<file path="config.mk">
export PLATFORM = sky130hd
export DESIGN_NAME = robTop
export DESIGN_NICKNAME = d
export VERILOG_FILES = /design/src/robPkg.sv /design/src/uopPkg.sv /design/src/robReadIf.sv /design/src/robTop.sv /design/src/robCommit.sv /design/src/robReplay.sv /design/src/robStorage.sv
export SDC_FILE = /design/constraint.sdc
export NUM_CORES = 2
export LEC_CHECK = 0
export ABC_CLOCK_PERIOD_IN_PS = 9900
export BUFFER_PORTS_ARGS = -buffer_cell sky130_fd_sc_hd__buf_2
export CORE_MARGIN = 2
export CORE_UTILIZATION = 43
export DETAILED_ROUTE_END_ITERATION = 10
export GPL_TIMING_DRIVEN = 0
export PLACE_DENSITY = 0.6
export SKIP_LAST_GASP = 1
export SLEW_MARGIN = 20
export SYNTH_ARGS = -nofsm -noshare
export SYNTH_HDL_FRONTEND = slang
export SYNTH_SLANG_ARGS = --single-unit
</file>
<file path="constraint.sdc">
create_clock -name clk -period 9.9 [get_ports clk]
set_input_delay 0.495 -clock clk [delete_from_list [all_inputs] [get_ports clk]]
set_output_delay 0.495 -clock clk [all_outputs]
set_load 0.01 [all_outputs]
</file>
<file path="src/robPkg.sv">
package robPkg;

  // Lanes for enqueue, commit and replay
  localparam int robWidth = 4;
  localparam int idLen = 4;
  localparam int robLength = 1 << idLen;
  localparam int numFlagPorts = 2;
  localparam int regW = 5;
  localparam int tagW = 7;

  // One wrap bit pair above the index so age compares work by subtraction
  localparam int sqNW = idLen + 2;

  typedef logic [idLen-1:0] RobIdx;
  typedef logic [sqNW-1:0] SqN;
  typedef logic [regW-1:0] RegNm;
  typedef logic [tagW-1:0] Tag;

  // Physical tag of the zero register
  localparam Tag tagZero = '0;

  typedef struct packed {
    Tag   tag;
    RegNm rd;
  } RobEntry;

endpackage

</file>
<file path="src/uopPkg.sv">
package uopPkg;

  // Completion state of a ROB entry
  // Ordered so that range checks classify it
  typedef enum logic [2:0] {
    FLAGS_NONE        = 3'd0,
    FLAGS_BRANCH      = 3'd1,
    FLAGS_FENCE       = 3'd2,
    FLAGS_TRAP        = 3'd3,
    FLAGS_ILLEGAL     = 3'd4,
    FLAGS_LD_MISALIGN = 3'd5,
    FLAGS_NX          = 3'd6
  } RobFlags;

  // How rename classifies an op at enqueue
  typedef enum logic [1:0] {
    KIND_EXEC        = 2'd0,
    KIND_RENAME_ONLY = 2'd1,
    KIND_TRAP        = 2'd2
  } OpKind;

  // Anything from fence up to the exceptions goes to the trap handler
  function automatic logic needsTrap(RobFlags f);
    return (f >= FLAGS_FENCE) && (f < FLAGS_NX);
  endfunction

  function automatic logic isException(RobFlags f);
    return (f == FLAGS_ILLEGAL) || (f == FLAGS_LD_MISALIGN);
  endfunction

endpackage
</file>
<file path="src/robReadIf.sv">
`timescale 1ns/100ps

// Four sequential read lanes into the ROB storage
// Lane i returns the slot at readBase + i
interface robReadIf;

  robPkg::SqN readBase;
  robPkg::RobEntry entry [robPkg::robWidth];
  uopPkg::RobFlags flags [robPkg::robWidth];

  modport storage (
    input  readBase,
    output entry,
    output flags
  );

  modport reader (
    output readBase,
    input  entry,
    input  flags
  );

endinterface

</file>
<file path="src/robTop.sv">
`timescale 1ns/100ps

module robTop (
  input  logic            clk,
  input  logic            rst,
  input  logic            enqValid [robPkg::robWidth],
  input  robPkg::SqN      enqSqN [robPkg::robWidth],
  input  robPkg::RegNm    enqRd [robPkg::robWidth],
  input  robPkg::Tag      enqTag [robPkg::robWidth],
  input  uopPkg::OpKind   enqKind [robPkg::robWidth],
  input  logic            flagValid [robPkg::numFlagPorts],
  input  robPkg::SqN      flagSqN [robPkg::numFlagPorts],
  input  uopPkg::RobFlags flagFlags [robPkg::numFlagPorts],
  input  logic            branchTaken,
  input  robPkg::SqN      branchSqN,
  output logic            comValid [robPkg::robWidth],
  output robPkg::SqN      comSqN [robPkg::robWidth],
  output robPkg::RegNm    comRd [robPkg::robWidth],
  output robPkg::Tag      comTag [robPkg::robWidth],
  output logic            trapValid,
  output robPkg::SqN      trapSqN,
  output uopPkg::RobFlags trapFlags,
  output robPkg::RegNm    trapRd,
  output logic            mispredFlush,
  output robPkg::SqN      curSqN,
  output robPkg::SqN      maxSqN
);

  logic replayActive;
  logic replayValid [robPkg::robWidth];
  robPkg::RegNm replayRd [robPkg::robWidth];
  robPkg::Tag replayTag [robPkg::robWidth];
  logic commitValid [robPkg::robWidth];
  robPkg::RegNm commitRd [robPkg::robWidth];
  robPkg::Tag commitTag [robPkg::robWidth];

  robReadIf rdStore ();
  robReadIf rdReplay ();
  robReadIf rdCommit ();

  // Replay owns the read lanes while it walks back to the branch
  assign rdStore.readBase = replayActive ? rdReplay.readBase : rdCommit.readBase;
  assign rdReplay.entry = rdStore.entry;
  assign rdReplay.flags = rdStore.flags;
  assign rdCommit.entry = rdStore.entry;
  assign rdCommit.flags = rdStore.flags;

  robStorage i_storage (
    .clk(clk), .rst(rst),
    .enqValid(enqValid), .enqSqN(enqSqN), .enqRd(enqRd), .enqTag(enqTag),
    .enqKind(enqKind),
    .flagValid(flagValid), .flagSqN(flagSqN), .flagFlags(flagFlags),
    .branchTaken(branchTaken), .branchSqN(branchSqN),
    .rd(rdStore.storage)
  );

  robReplay i_replay (
    .clk(clk), .rst(rst),
    .branchTaken(branchTaken), .branchSqN(branchSqN), .curSqN(curSqN),
    .rd(rdReplay.reader),
    .replayActive(replayActive),
    .replayValid(replayValid), .replayRd(replayRd), .replayTag(replayTag),
    .mispredFlush(mispredFlush)
  );

  robCommit i_commit (
    .clk(clk), .rst(rst),
    .replayActive(replayActive),
    .enqValid(enqValid), .enqSqN(enqSqN),
    .branchTaken(branchTaken), .branchSqN(branchSqN),
    .rd(rdCommit.reader),
    .curSqN(curSqN), .maxSqN(maxSqN),
    .comValid(commitValid), .comSqN(comSqN), .comRd(commitRd), .comTag(commitTag),
    .trapValid(trapValid), .trapSqN(trapSqN), .trapFlags(trapFlags), .trapRd(trapRd)
  );

  // Replay lanes share the commit outputs, marked by the flush strobe
  always_comb begin
    for (int i = 0; i < robPkg::robWidth; i++) begin
      comValid[i] = mispredFlush ? replayValid[i] : commitValid[i];
      comRd[i] = mispredFlush ? replayRd[i] : commitRd[i];
      comTag[i] = mispredFlush ? replayTag[i] : commitTag[i];
    end
  end

endmodule

</file>
<file path="src/robCommit.sv">
`timescale 1ns/100ps

module robCommit (
  input  logic            clk,
  input  logic            rst,
  input  logic            replayActive,
  input  logic            enqValid [robPkg::robWidth],
  input  robPkg::SqN      enqSqN [robPkg::robWidth],
  input  logic            branchTaken,
  input  robPkg::SqN      branchSqN,
  robReadIf.reader        rd,
  output robPkg::SqN      curSqN,
  output robPkg::SqN      maxSqN,
  output logic            comValid [robPkg::robWidth],
  output robPkg::SqN      comSqN [robPkg::robWidth],
  output robPkg::RegNm    comRd [robPkg::robWidth],
  output robPkg::Tag      comTag [robPkg::robWidth],
  output logic            trapValid,
  output robPkg::SqN      trapSqN,
  output uopPkg::RobFlags trapFlags,
  output robPkg::RegNm    trapRd
);

  // Oldest entry and one past the youngest renamed entry
  robPkg::SqN baseSqN;
  robPkg::SqN lastSqN;
  logic stop;

  logic [robPkg::robWidth-1:0] laneCommit;
  robPkg::SqN commitCnt;
  logic trapHit;
  logic [$clog2(robPkg::robWidth)-1:0] trapLane;
  robPkg::SqN enqLast;

  assign rd.readBase = baseSqN;
  assign curSqN = baseSqN;
  assign maxSqN = baseSqN + robPkg::SqN'(robPkg::robLength - 1);

  // Take the oldest contiguous run of executed ops, cut after a trap
  always_comb begin : selectBlk
    logic blocked;
    logic renamed;
    logic executed;
    blocked = replayActive || stop;
    commitCnt = '0;
    trapHit = 1'b0;
    trapLane = '0;
    for (int i = 0; i < robPkg::robWidth; i++) begin
      renamed = $signed(robPkg::SqN'(lastSqN - baseSqN)) > i;
      executed = rd.flags[i] != uopPkg::FLAGS_NX;
      laneCommit[i] = !blocked && renamed && executed;
      if (laneCommit[i]) begin
        commitCnt = commitCnt + 1'b1;
        if (uopPkg::needsTrap(rd.flags[i])) begin
          trapHit = 1'b1;
          trapLane = i[$clog2(robPkg::robWidth)-1:0];
          blocked = 1'b1;
        end
      end else begin
        blocked = 1'b1;
      end
    end
  end

  // Lanes may arrive in any order, so track the youngest
  always_comb begin
    enqLast = lastSqN;
    for (int i = 0; i < robPkg::robWidth; i++) begin
      if (enqValid[i] && $signed(robPkg::SqN'(enqSqN[i] + 1'b1 - enqLast)) > 0) begin
        enqLast = enqSqN[i] + 1'b1;
      end
    end
  end

  always_ff @(posedge clk) begin
    if (rst) begin
      baseSqN <= '0;
      lastSqN <= '0;
      stop <= 1'b0;
      trapValid <= 1'b0;
      for (int i = 0; i < robPkg::robWidth; i++) begin
        comValid[i] <= 1'b0;
      end
    end else begin
      baseSqN <= baseSqN + commitCnt;
      stop <= trapHit;
      trapValid <= trapHit;
      for (int i = 0; i < robPkg::robWidth; i++) begin
        comValid[i] <= laneCommit[i];
      end
      // A taken branch cuts the buffer back and ignores enqueue
      if (branchTaken) begin
        lastSqN <= branchSqN + 1'b1;
      end else begin
        lastSqN <= enqLast;
      end
    end
  end

  always_ff @(posedge clk) begin
    for (int i = 0; i < robPkg::robWidth; i++) begin
      comSqN[i] <= baseSqN + robPkg::SqN'(i);
      // Exceptions write their result to x0
      if (uopPkg::isException(rd.flags[i])) begin
        comRd[i] <= '0;
        comTag[i] <= robPkg::tagZero;
      end else begin
        comRd[i] <= rd.entry[i].rd;
        comTag[i] <= rd.entry[i].tag;
      end
    end
    trapSqN <= baseSqN + robPkg::SqN'(trapLane);
    trapFlags <= rd.flags[trapLane];
    trapRd <= rd.entry[trapLane].rd;
  end

endmodule

</file>
<file path="src/robReplay.sv">
`timescale 1ns/100ps

module robReplay (
  input  logic         clk,
  input  logic         rst,
  input  logic         branchTaken,
  input  robPkg::SqN   branchSqN,
  input  robPkg::SqN   curSqN,
  robReadIf.reader     rd,
  output logic         replayActive,
  output logic         replayValid [robPkg::robWidth],
  output robPkg::RegNm replayRd [robPkg::robWidth],
  output robPkg::Tag   replayTag [robPkg::robWidth],
  output logic         mispredFlush
);

  robPkg::SqN endSqN;
  robPkg::SqN iterSqN;
  logic busy;

  robPkg::SqN endNext;
  robPkg::SqN iterNext;
  robPkg::SqN laneSqN [robPkg::robWidth];
  logic [robPkg::robWidth-1:0] fwdMask;
  logic replayEnd;

  // A taken branch restarts the walk from the oldest entry
  always_comb begin
    if (branchTaken) begin
      endNext = branchSqN;
      iterNext = curSqN;
    end else begin
      endNext = endSqN;
      iterNext = iterSqN;
    end
  end

  assign replayActive = branchTaken || busy;
  assign rd.readBase = iterNext;

  // Forward only lanes at or before the branch
  always_comb begin
    for (int i = 0; i < robPkg::robWidth; i++) begin
      laneSqN[i] = iterNext + robPkg::SqN'(i);
      fwdMask[i] = $signed(robPkg::SqN'(laneSqN[i] - endNext)) <= 0;
    end
    replayEnd = !fwdMask[robPkg::robWidth-1] || (laneSqN[robPkg::robWidth-1] == endNext);
  end

  always_ff @(posedge clk) begin
    if (rst) begin
      busy <= 1'b0;
    end else if (replayActive) begin
      busy <= !replayEnd;
    end
  end

  always_ff @(posedge clk) begin
    if (replayActive) begin
      endSqN <= endNext;
      iterSqN <= iterNext + robPkg::SqN'(robPkg::robWidth);
    end
  end

  always_ff @(posedge clk) begin
    if (rst) begin
      mispredFlush <= 1'b0;
      for (int i = 0; i < robPkg::robWidth; i++) begin
        replayValid[i] <= 1'b0;
      end
    end else begin
      mispredFlush <= replayActive && (|fwdMask);
      for (int i = 0; i < robPkg::robWidth; i++) begin
        replayValid[i] <= replayActive && fwdMask[i];
      end
    end
  end

  // Decode-time traps never wrote a destination
  always_ff @(posedge clk) begin
    for (int i = 0; i < robPkg::robWidth; i++) begin
      replayRd[i] <= (rd.flags[i] == uopPkg::FLAGS_TRAP) ? '0 : rd.entry[i].rd;
      replayTag[i] <= rd.entry[i].tag;
    end
  end

endmodule

</file>
<file path="src/robStorage.sv">
`timescale 1ns/100ps

module robStorage (
  input  logic            clk,
  input  logic            rst,
  input  logic            enqValid [robPkg::robWidth],
  input  robPkg::SqN      enqSqN [robPkg::robWidth],
  input  robPkg::RegNm    enqRd [robPkg::robWidth],
  input  robPkg::Tag      enqTag [robPkg::robWidth],
  input  uopPkg::OpKind   enqKind [robPkg::robWidth],
  input  logic            flagValid [robPkg::numFlagPorts],
  input  robPkg::SqN      flagSqN [robPkg::numFlagPorts],
  input  uopPkg::RobFlags flagFlags [robPkg::numFlagPorts],
  input  logic            branchTaken,
  input  robPkg::SqN      branchSqN,
  robReadIf.storage       rd
);

  // Entries are written in order by rename, flags out of order by execution
  robPkg::RobEntry entries [robPkg::robLength];
  uopPkg::RobFlags flags [robPkg::robLength];

  logic flagKeep [robPkg::numFlagPorts];
  robPkg::RobIdx readIdx [robPkg::robWidth];

  function automatic uopPkg::RobFlags initFlags(uopPkg::OpKind kind);
    case (kind)
      uopPkg::KIND_RENAME_ONLY: initFlags = uopPkg::FLAGS_NONE;
      uopPkg::KIND_TRAP:        initFlags = uopPkg::FLAGS_TRAP;
      default:                  initFlags = uopPkg::FLAGS_NX;
    endcase
  endfunction

  // Drop completions of ops younger than a branch taken this cycle
  always_comb begin
    for (int i = 0; i < robPkg::numFlagPorts; i++) begin
      flagKeep[i] = flagValid[i] &&
        (!branchTaken || $signed(robPkg::SqN'(flagSqN[i] - branchSqN)) <= 0);
    end
  end

  always_ff @(posedge clk) begin
    for (int i = 0; i < robPkg::robWidth; i++) begin
      if (enqValid[i] && !branchTaken) begin
        entries[enqSqN[i][robPkg::idLen-1:0]] <= '{tag: enqTag[i], rd: enqRd[i]};
      end
    end
  end

  always_ff @(posedge clk) begin
    if (rst) begin
      for (int i = 0; i < robPkg::robLength; i++) begin
        flags[i] <= uopPkg::FLAGS_NX;
      end
    end else begin
      for (int i = 0; i < robPkg::robWidth; i++) begin
        if (enqValid[i] && !branchTaken) begin
          flags[enqSqN[i][robPkg::idLen-1:0]] <= initFlags(enqKind[i]);
        end
      end
      // Completion wins over enqueue on the same slot
      for (int i = 0; i < robPkg::numFlagPorts; i++) begin
        if (flagKeep[i]) begin
          flags[flagSqN[i][robPkg::idLen-1:0]] <= flagFlags[i];
        end
      end
    end
  end

  // Read lanes wrap around the end of the buffer
  always_comb begin
    for (int i = 0; i < robPkg::robWidth; i++) begin
      readIdx[i] = rd.readBase[robPkg::idLen-1:0] + robPkg::RobIdx'(i);
      rd.entry[i] = entries[readIdx[i]];
      rd.flags[i] = flags[readIdx[i]];
    end
  end

endmodule

</file>
After elaboration in Yosys (flattened, before gate mapping). Memory sizes are Yosys's and may differ from the RTL's. Index checks and enable logic that the tools add are counted.

Flip-flop bits (word level): 169. Latch bits: 0. RAM bits: 240. ROM bits: 0. Bits of input ports: 113. Output and inout bits: 104. Memories: 2.

$add $sub $neg: 32. Multipliers: 0. Div/mod/pow operators: 0. Order comparisons: 23. Eq/ne operators: 25. Shifts and indexed selects: 0. Mux-type cells: 104. Bitwise operators: 1. Reduce and logical (&&, ||, !) cells: 50.

Memory list: i_storage.entries (words 16, width 12, read ports 4, clocked after memory_dff 0, wr ports 4, RTL line robStorage.sv:20) `robPkg::RobEntry entries [robPkg::robLength];`; i_storage.flags (words 16, width 3, read ports 4, clocked after memory_dff 0, wr ports 16, RTL line robStorage.sv:21) `uopPkg::RobFlags flags [robPkg::robLength];`.

Operators by type and width (count): 6-bit subtractor (11); 6-bit two-way mux (10); 6-bit by 1-bit adder with 6-bit output, second input constant (9); 1-bit two-way mux (50); 3-bit two-way mux (16); 6-bit by 1-bit <= comparator with 1-bit output, second input constant (6); 6-bit by 1-bit greater-than comparator with 1-bit output, second input constant (5); 5-bit two-way mux (6); 4-bit two-way mux (7); 7-bit two-way mux (4); 1-bit logical AND (27); 6-bit by 2-bit adder with 6-bit output, second input constant (4); 12-bit binary-select mux with 2-bit select (1); 3-bit == test, second input constant (8); 3-bit one-hot mux with 2 select lines (4); 3-bit OR reduction (6); 3-bit by 2-bit == test with 1-bit output, second input constant (4); 3-bit by 2-bit >= comparator with 1-bit output, second input constant (4); 6-bit by 3-bit greater-than comparator with 1-bit output, second input constant (2); 3-bit less-than comparator, second input constant (4); 3-bit inequality test, second input constant (4); 2-bit two-way mux (5); 1-bit logical OR (9); 4-bit by 2-bit adder with 4-bit output, second input constant (2); other kinds (15) (27).

Longest topological paths before layout. An unclocked memory read counts as a cell.

Depth in word-level cells: 23. Depth in mapped cells: 45. Gate-level depth less buffers: 44.

By module. A second synthesis with hierarchy kept.

Cell total of the unflattened synthesis: 3551. Area, all modules: 34336.7 um^2.

By module, submodules not included: robStorage (times used 1, cells each 2691, area an instance 25096.6 um^2, seq. area each 7206.9 um^2); robCommit (times used 1, cells each 570, area an instance 5561.6 um^2, seq. area each 2021.9 um^2); robReplay (times used 1, cells each 225, area an instance 2721.4 um^2, seq. area each 1441.4 um^2); robTop (times used 1, cells each 65, area an instance 957.2 um^2, seq. area each 0.0 um^2).

Worst setup path after synthesis. Ideal clock, no wire load.

Path type: input-to-reg. Start: input port enqSqN[18] (netlist name). End: register i_commit.lastSqN[0]. Setup time: 0.122 ns. Data arrival time: 8.688 ns. Setup slack: 1.090 ns. Cell stages on the path: 41. Path buffers: 1. Cell sequence: inv_1 > ha_1 > inv_1 > fa_1 > nand2b_1 > a21oi_1 > xor2_1 > o21ai_0 > nor2_2 > nor2_1 > a21oi_1 > ha_1 > inv_1 > ha_1 > a311oi_2 > o21bai_1 > o41ai_1 > nand4_1 > [... 5 more ...] > xnor2_1 > nand3_1 > mux2i_1 > o21ai_0 > nor4_1 > nand3b_1 > buf_6 > mux2i_1 > ha_1 > a21o_1 > a21o_1 > o311a_1 > o31ai_1 > nand2b_1 > nor2_1 > mux2_2 > or4_1 > o311a_1.

Longest elaborated chain between the ends: 18.

RTL lines: from (decl) (RTL line robTop.sv:7) `input robPkg::SqN enqSqN [robPkg::robWidth],`; 6-bit by 1-bit adder with 6-bit output (*) (RTL line robCommit.sv:69, robCommit.sv:70); 6-bit subtractor (RTL line robCommit.sv:69) `if (enqValid[i] && $signed(robPkg::SqN'(enqSqN[i] + 1'b1 - enqLast)) > 0) begin`; 6-bit by 1-bit greater-than comparator with 1-bit output (RTL line robCommit.sv:69); 1-bit logical AND (RTL line robCommit.sv:69); 6-bit two-way mux (*) (RTL line robCommit.sv:69); 6-bit subtractor (RTL line robCommit.sv:69); 6-bit by 1-bit greater-than comparator with 1-bit output (RTL line robCommit.sv:69); 1-bit logical AND (RTL line robCommit.sv:69); [... 2 more ...]; 6-bit by 1-bit greater-than comparator with 1-bit output (RTL line robCommit.sv:69); 1-bit logical AND (RTL line robCommit.sv:69); 6-bit two-way mux (*) (RTL line robCommit.sv:69); 6-bit subtractor (RTL line robCommit.sv:69); 6-bit by 1-bit greater-than comparator with 1-bit output (RTL line robCommit.sv:69); 1-bit logical AND (RTL line robCommit.sv:69); 6-bit two-way mux (*) (RTL line robCommit.sv:69); 6-bit two-way mux (*) (RTL line robCommit.sv:92) `if (branchTaken) begin`; to (signal assigned) (RTL line robCommit.sv:93) `lastSqN <= branchSqN + 1'b1;`; to (signal assigned) (RTL line robCommit.sv:95) `lastSqN <= enqLast;`; to (decl) (RTL line robCommit.sv:26) `robPkg::SqN lastSqN;`.

Every way passes the cells marked *; elsewhere a longest branch is shown, timed or not. A chain may end at the register's enable or synchronous reset.

Worst setup path after layout.
Start: register i_commit.lastSqN[0]. End: register i_commit.lastSqN[0].

Longest elaborated chain between the ends: 17.

RTL lines (RTL line): 6-bit subtractor (robCommit.sv:69); 6-bit by 1-bit greater-than comparator with 1-bit output (robCommit.sv:69); 1-bit logical AND (robCommit.sv:69); 6-bit two-way mux (*) (robCommit.sv:69); 6-bit subtractor (robCommit.sv:69); 6-bit by 1-bit greater-than comparator with 1-bit output (robCommit.sv:69); 1-bit logical AND (robCommit.sv:69); 6-bit two-way mux (*) (robCommit.sv:69); 6-bit subtractor (robCommit.sv:69); 6-bit by 1-bit greater-than comparator with 1-bit output (robCommit.sv:69); 1-bit logical AND (robCommit.sv:69); 6-bit two-way mux (*) (robCommit.sv:69); 6-bit subtractor (robCommit.sv:69); 6-bit by 1-bit greater-than comparator with 1-bit output (robCommit.sv:69); 1-bit logical AND (robCommit.sv:69); 6-bit two-way mux (*) (robCommit.sv:69); 6-bit two-way mux (*) (robCommit.sv:92).

Marks and branches as above.

==> flow_summary.toml <==
[finish]
fill_cells = 7454
drive_gt1_share_pct = 12.7
instances_no_fill = 5196
regArea_um2 = 10700
multiInputGateArea_um2 = 20800
synthToLayoutAreaGrowth_pct = 11.9
nNetsFinal = 4357

[worst_hold_path]
hold_class = "in -> reg"

[placement]
gp_routability_congestion = 1.05
io_buffer_count = 196
placed_cells = 5117
post-dp-hpwl_um = 118000
dp_slack_ps = -541

[pwr]
p_leak_nw = 14.2
switching_share_pct = 41.9
p_int_mw = 5.36
p_sw_mw = 3.86
power_frac_comb_pct = 57.7
ir_drop_v = 0.000161
powerDensity_nw_per_um2 = 249
p_seq_share_pct = 25.5
clkPwrFrac_pct = 16.8

[sta]
setup-violations-final = 0
rsz0062_at_grt = "false"
hold_ws_ps = 306
slew_violations = 0
worst_pin_slew_ps = 1130
fin_crit_sh_pct = 92.2
setup_ws_ps = 768
fin_crit_ps = 9130
hold_viol = 0
max_slew_margin_pct = 24.5
timing.fmax_ghz = 0.110
finClkSkew_ps = 35.3

[clocking]
clock_latency_ps = 580
clockRootBuffer = "clkbuf_16"
cts_tree = "done"
clkTransAtPathRegs_ps = 60
max-clock-path-buffers = 3
cts_buffers = 39
cts_hold_buf = 0
htree_levels = 2
clkSinkCount = 407

[yosys]
ys_seq_elements = 407
synthArstFlopShare_pct = 0
yosysUniqueCellTypes = 78
yosys_warnings = 0
avgSynthCellArea_um2 = 8.55
synth_nets = 4101
synth_top_flop_cell = "edfxtp_1"
yosysSeqAreaShare_pct = 32.2
synthCells = 3878
synth_area_um2 = 33100
synth_edf_count = 252

[floorplanning]
fp.dieW_um = 282
ios = 217
dieArea_um2 = 79300
core-area_um2 = 76100
initial_core_util_pct = 43.6
rows = 101
die_y_um = 282

[setup_path]
rrSetupSlack_ps = 770
worstRegToRegCells = 39
endpoint_kind = "flip-flop"
critPathSlowestCell = "or4_1"
startpoint = "i_commit.lastSqN[0]"
r2r-end = "i_commit.lastSqN[0]"
crit_end = "i_commit.lastSqN[0]"
cp_common_cell = "ha_1"
required_ps = 10340
max_stage_delay_ps = 530
critPathArrivalTime_ps = 9570
critPathMaxFanout = 10
r2r-start = "i_commit.lastSqN[0]"
critPathKind = "reg -> reg"
cp-start-kind = "flip-flop"

[flow_run]
drv_cap = 0

[grt]
grt_max_degree = 17
overflow = 0
grtUsageTotal_pct = 35.5
antenna_found_initial = 8
grt_pass1_vias = 28773
grt_pass1_wl_um = 205000

[route]
wl_um = 144000
drc = 0
final_antenna_net_count = 0
drt_first_pass_iters = 6
wl_per_cell_um = 27.8
via_per_inst = 6.29
num_vias = 32658
drt_iter0_markers = 5851

[outcome]
outcome = "completed"
==> worst max-delay path: cells and delay by family, from the launching register on <==
kind            cells  cell delay [ps]
simple gates       11             2120
fa+ha+maj           7             2160
buf+inv             2              250
flops               1              400
xor+xnor            3              630
compound gates     13             2680
mux                 3              780
==> power by group through the flow <==
stage | Combinational [mW] | Sequential [mW] | Clock [mW]
global placement | 5.14 | 2.38 | 0
floorplan | 3.71 | 2.32 | 0
global route | 5.78 | 2.38 | 1.64
CTS | 5.20 | 2.35 | 1.58
finish | 5.32 | 2.35 | 1.55
detailed placement | 5.17 | 2.38 | 0
==> metal layers <==
metal / up-vias / track usage (%) / wire length, um
met5: - / 0 / 61
met4: 10 / 7.02 / 3290
met3: 217 / 8.05 / 19200
met2: 2362 / 51.0 / 58800
met1: 15530 / 54.3 / 63000
li1: 14539 / - / -
==> registers in the layout, indices dropped and copies added, names as in the netlist, 6 cells and up <==
register,cells
i_commit.comSqN,22
i_commit.comRd,20
i_commit.lastSqN,6
i_commit.curSqN,6
i_replay.replayTag,28
i_commit.trapSqN,6
i_replay.iterSqN,6
i_commit.comTag,28
i_replay.replayRd,20
i_storage.entries,192
i_replay.endSqN,6
i_storage.flags,48
==> cell families (layout without fill, tap and decap cells) <==
family	Yosys count	in the layout	share of synthesized area (%)
fa+ha+maj	110	110	4.47
buf+inv	459	746	5.30
compound gates	1003	1003	17.0
flops	407	407	32.2
xor+xnor	98	98	2.66
mux	500	500	20.5
simple gates	1300	1300	17.9
other cells	1	2	0.0113
==> cell usage in the layout (no fill, tap or decap), types with 71 or more instances in the layout <==
| cell type | n |
|---|---|
| buf_2 | 199 |
| mux4_2 | 135 |
| nand2_1 | 567 |
| and2_1 | 73 |
| buf_1 | 71 |
| a21oi_1 | 391 |
| edfxtp_1 | 252 |
| nand3_1 | 223 |
| nor2_1 | 207 |
| o21ai_0 | 382 |
| inv_1 | 103 |
| ha_1 | 95 |
| dfxtp_1 | 152 |
| mux2i_1 | 299 |
| clkbuf_1 | 281 |
==> stage by stage <==
| stage | cell area, um2 | TNS (ps) | power [mW] | utilization [%] |
|---|---|---|---|---|
| 6_report | 37100 | 0 | 9.22 | 48.7 |
| 5_1_grt | 37100 | 0 | 9.81 | 48.7 |
| 4_1_cts | 37000 | 0 | 9.12 | 48.6 |
| 3_5_place_dp | 35600 | -2020 | 7.55 | 46.8 |
| 3_3_place_gp | 35400 | -1610 | 7.52 | 46.5 |
| 2_1_floorplan | 33100 | 0 | 6.03 | - |
==> repair_timing <==
| action | in CTS | in global routing |
|---|---|---|
| pin swaps | 1 | 6 |
| setup endpoints to repair | 5 | 6 |
| setup buffers | 2 | 4 |
| resized for setup | 1 | 15 |
==> worst min-delay path by stage <==
stage / startpoint / endpoint / slack (ps) / cells past startpoint
6_report: flagFlags[0] / i_storage.flags[15][0] / 310 / 3
5_1_grt: flagFlags[0] / i_storage.flags[15][0] / 300 / 3
4_1_cts: flagFlags[0] / i_storage.flags[15][0] / 280 / 3
3_5_place_dp: i_commit.curSqN[4] / i_commit.comSqN[22] / 380 / 0
3_3_place_gp: i_commit.curSqN[4] / i_commit.comSqN[22] / 380 / 0
2_1_floorplan: i_commit.curSqN[4] / i_commit.comSqN[22] / 390 / 0
==> synthesized netlist by cell type, types with 16 or more instances <==
| cell | number | share of area, % |
|---|---|---|
| ha_1 | 96 | 3.6 |
| nor2b_1 | 54 | 1.0 |
| o211ai_1 | 25 | 0.57 |
| mux2_2 | 63 | 2.1 |
| xnor2_1 | 63 | 1.7 |
| nand2_1 | 567 | 6.4 |
| nor3_1 | 32 | 0.48 |
| buf_1 | 71 | 0.80 |
| inv_1 | 103 | 1.2 |
| o22ai_1 | 23 | 0.43 |
| edfxtp_1 | 252 | 23 |
| and3_1 | 60 | 1.1 |
| a31oi_1 | 26 | 0.49 |
| nor2_1 | 207 | 2.3 |
| dfxtp_1 | 155 | 9.4 |
| and2_1 | 73 | 1.4 |
| clkbuf_1 | 272 | 3.1 |
| mux2i_1 | 300 | 9.1 |
| o21ai_0 | 385 | 5.8 |
| a21oi_1 | 393 | 5.9 |
| xor2_1 | 33 | 0.87 |
| a211oi_1 | 42 | 0.95 |
| mux4_2 | 135 | 9.2 |
| nand2b_1 | 19 | 0.36 |
| nand3_1 | 223 | 3.4 |
| a21o_1 | 16 | 0.36 |
==> final cells by class <==
cell class | instances | area share (%)
clock inverters | 21 | 0.806
plain buffers | 351 | 3.64
repair buffers | 215 | 3.12
clock buffers | 51 | 2.86
inverters | 108 | 1.09
diodes | 1 | 0.00675
well taps | 1030 | 3.48
flip-flops and latches | 407 | 28.8
multi-input cells | 3012 | 56.2
Power figures use the tool's default switching activity.
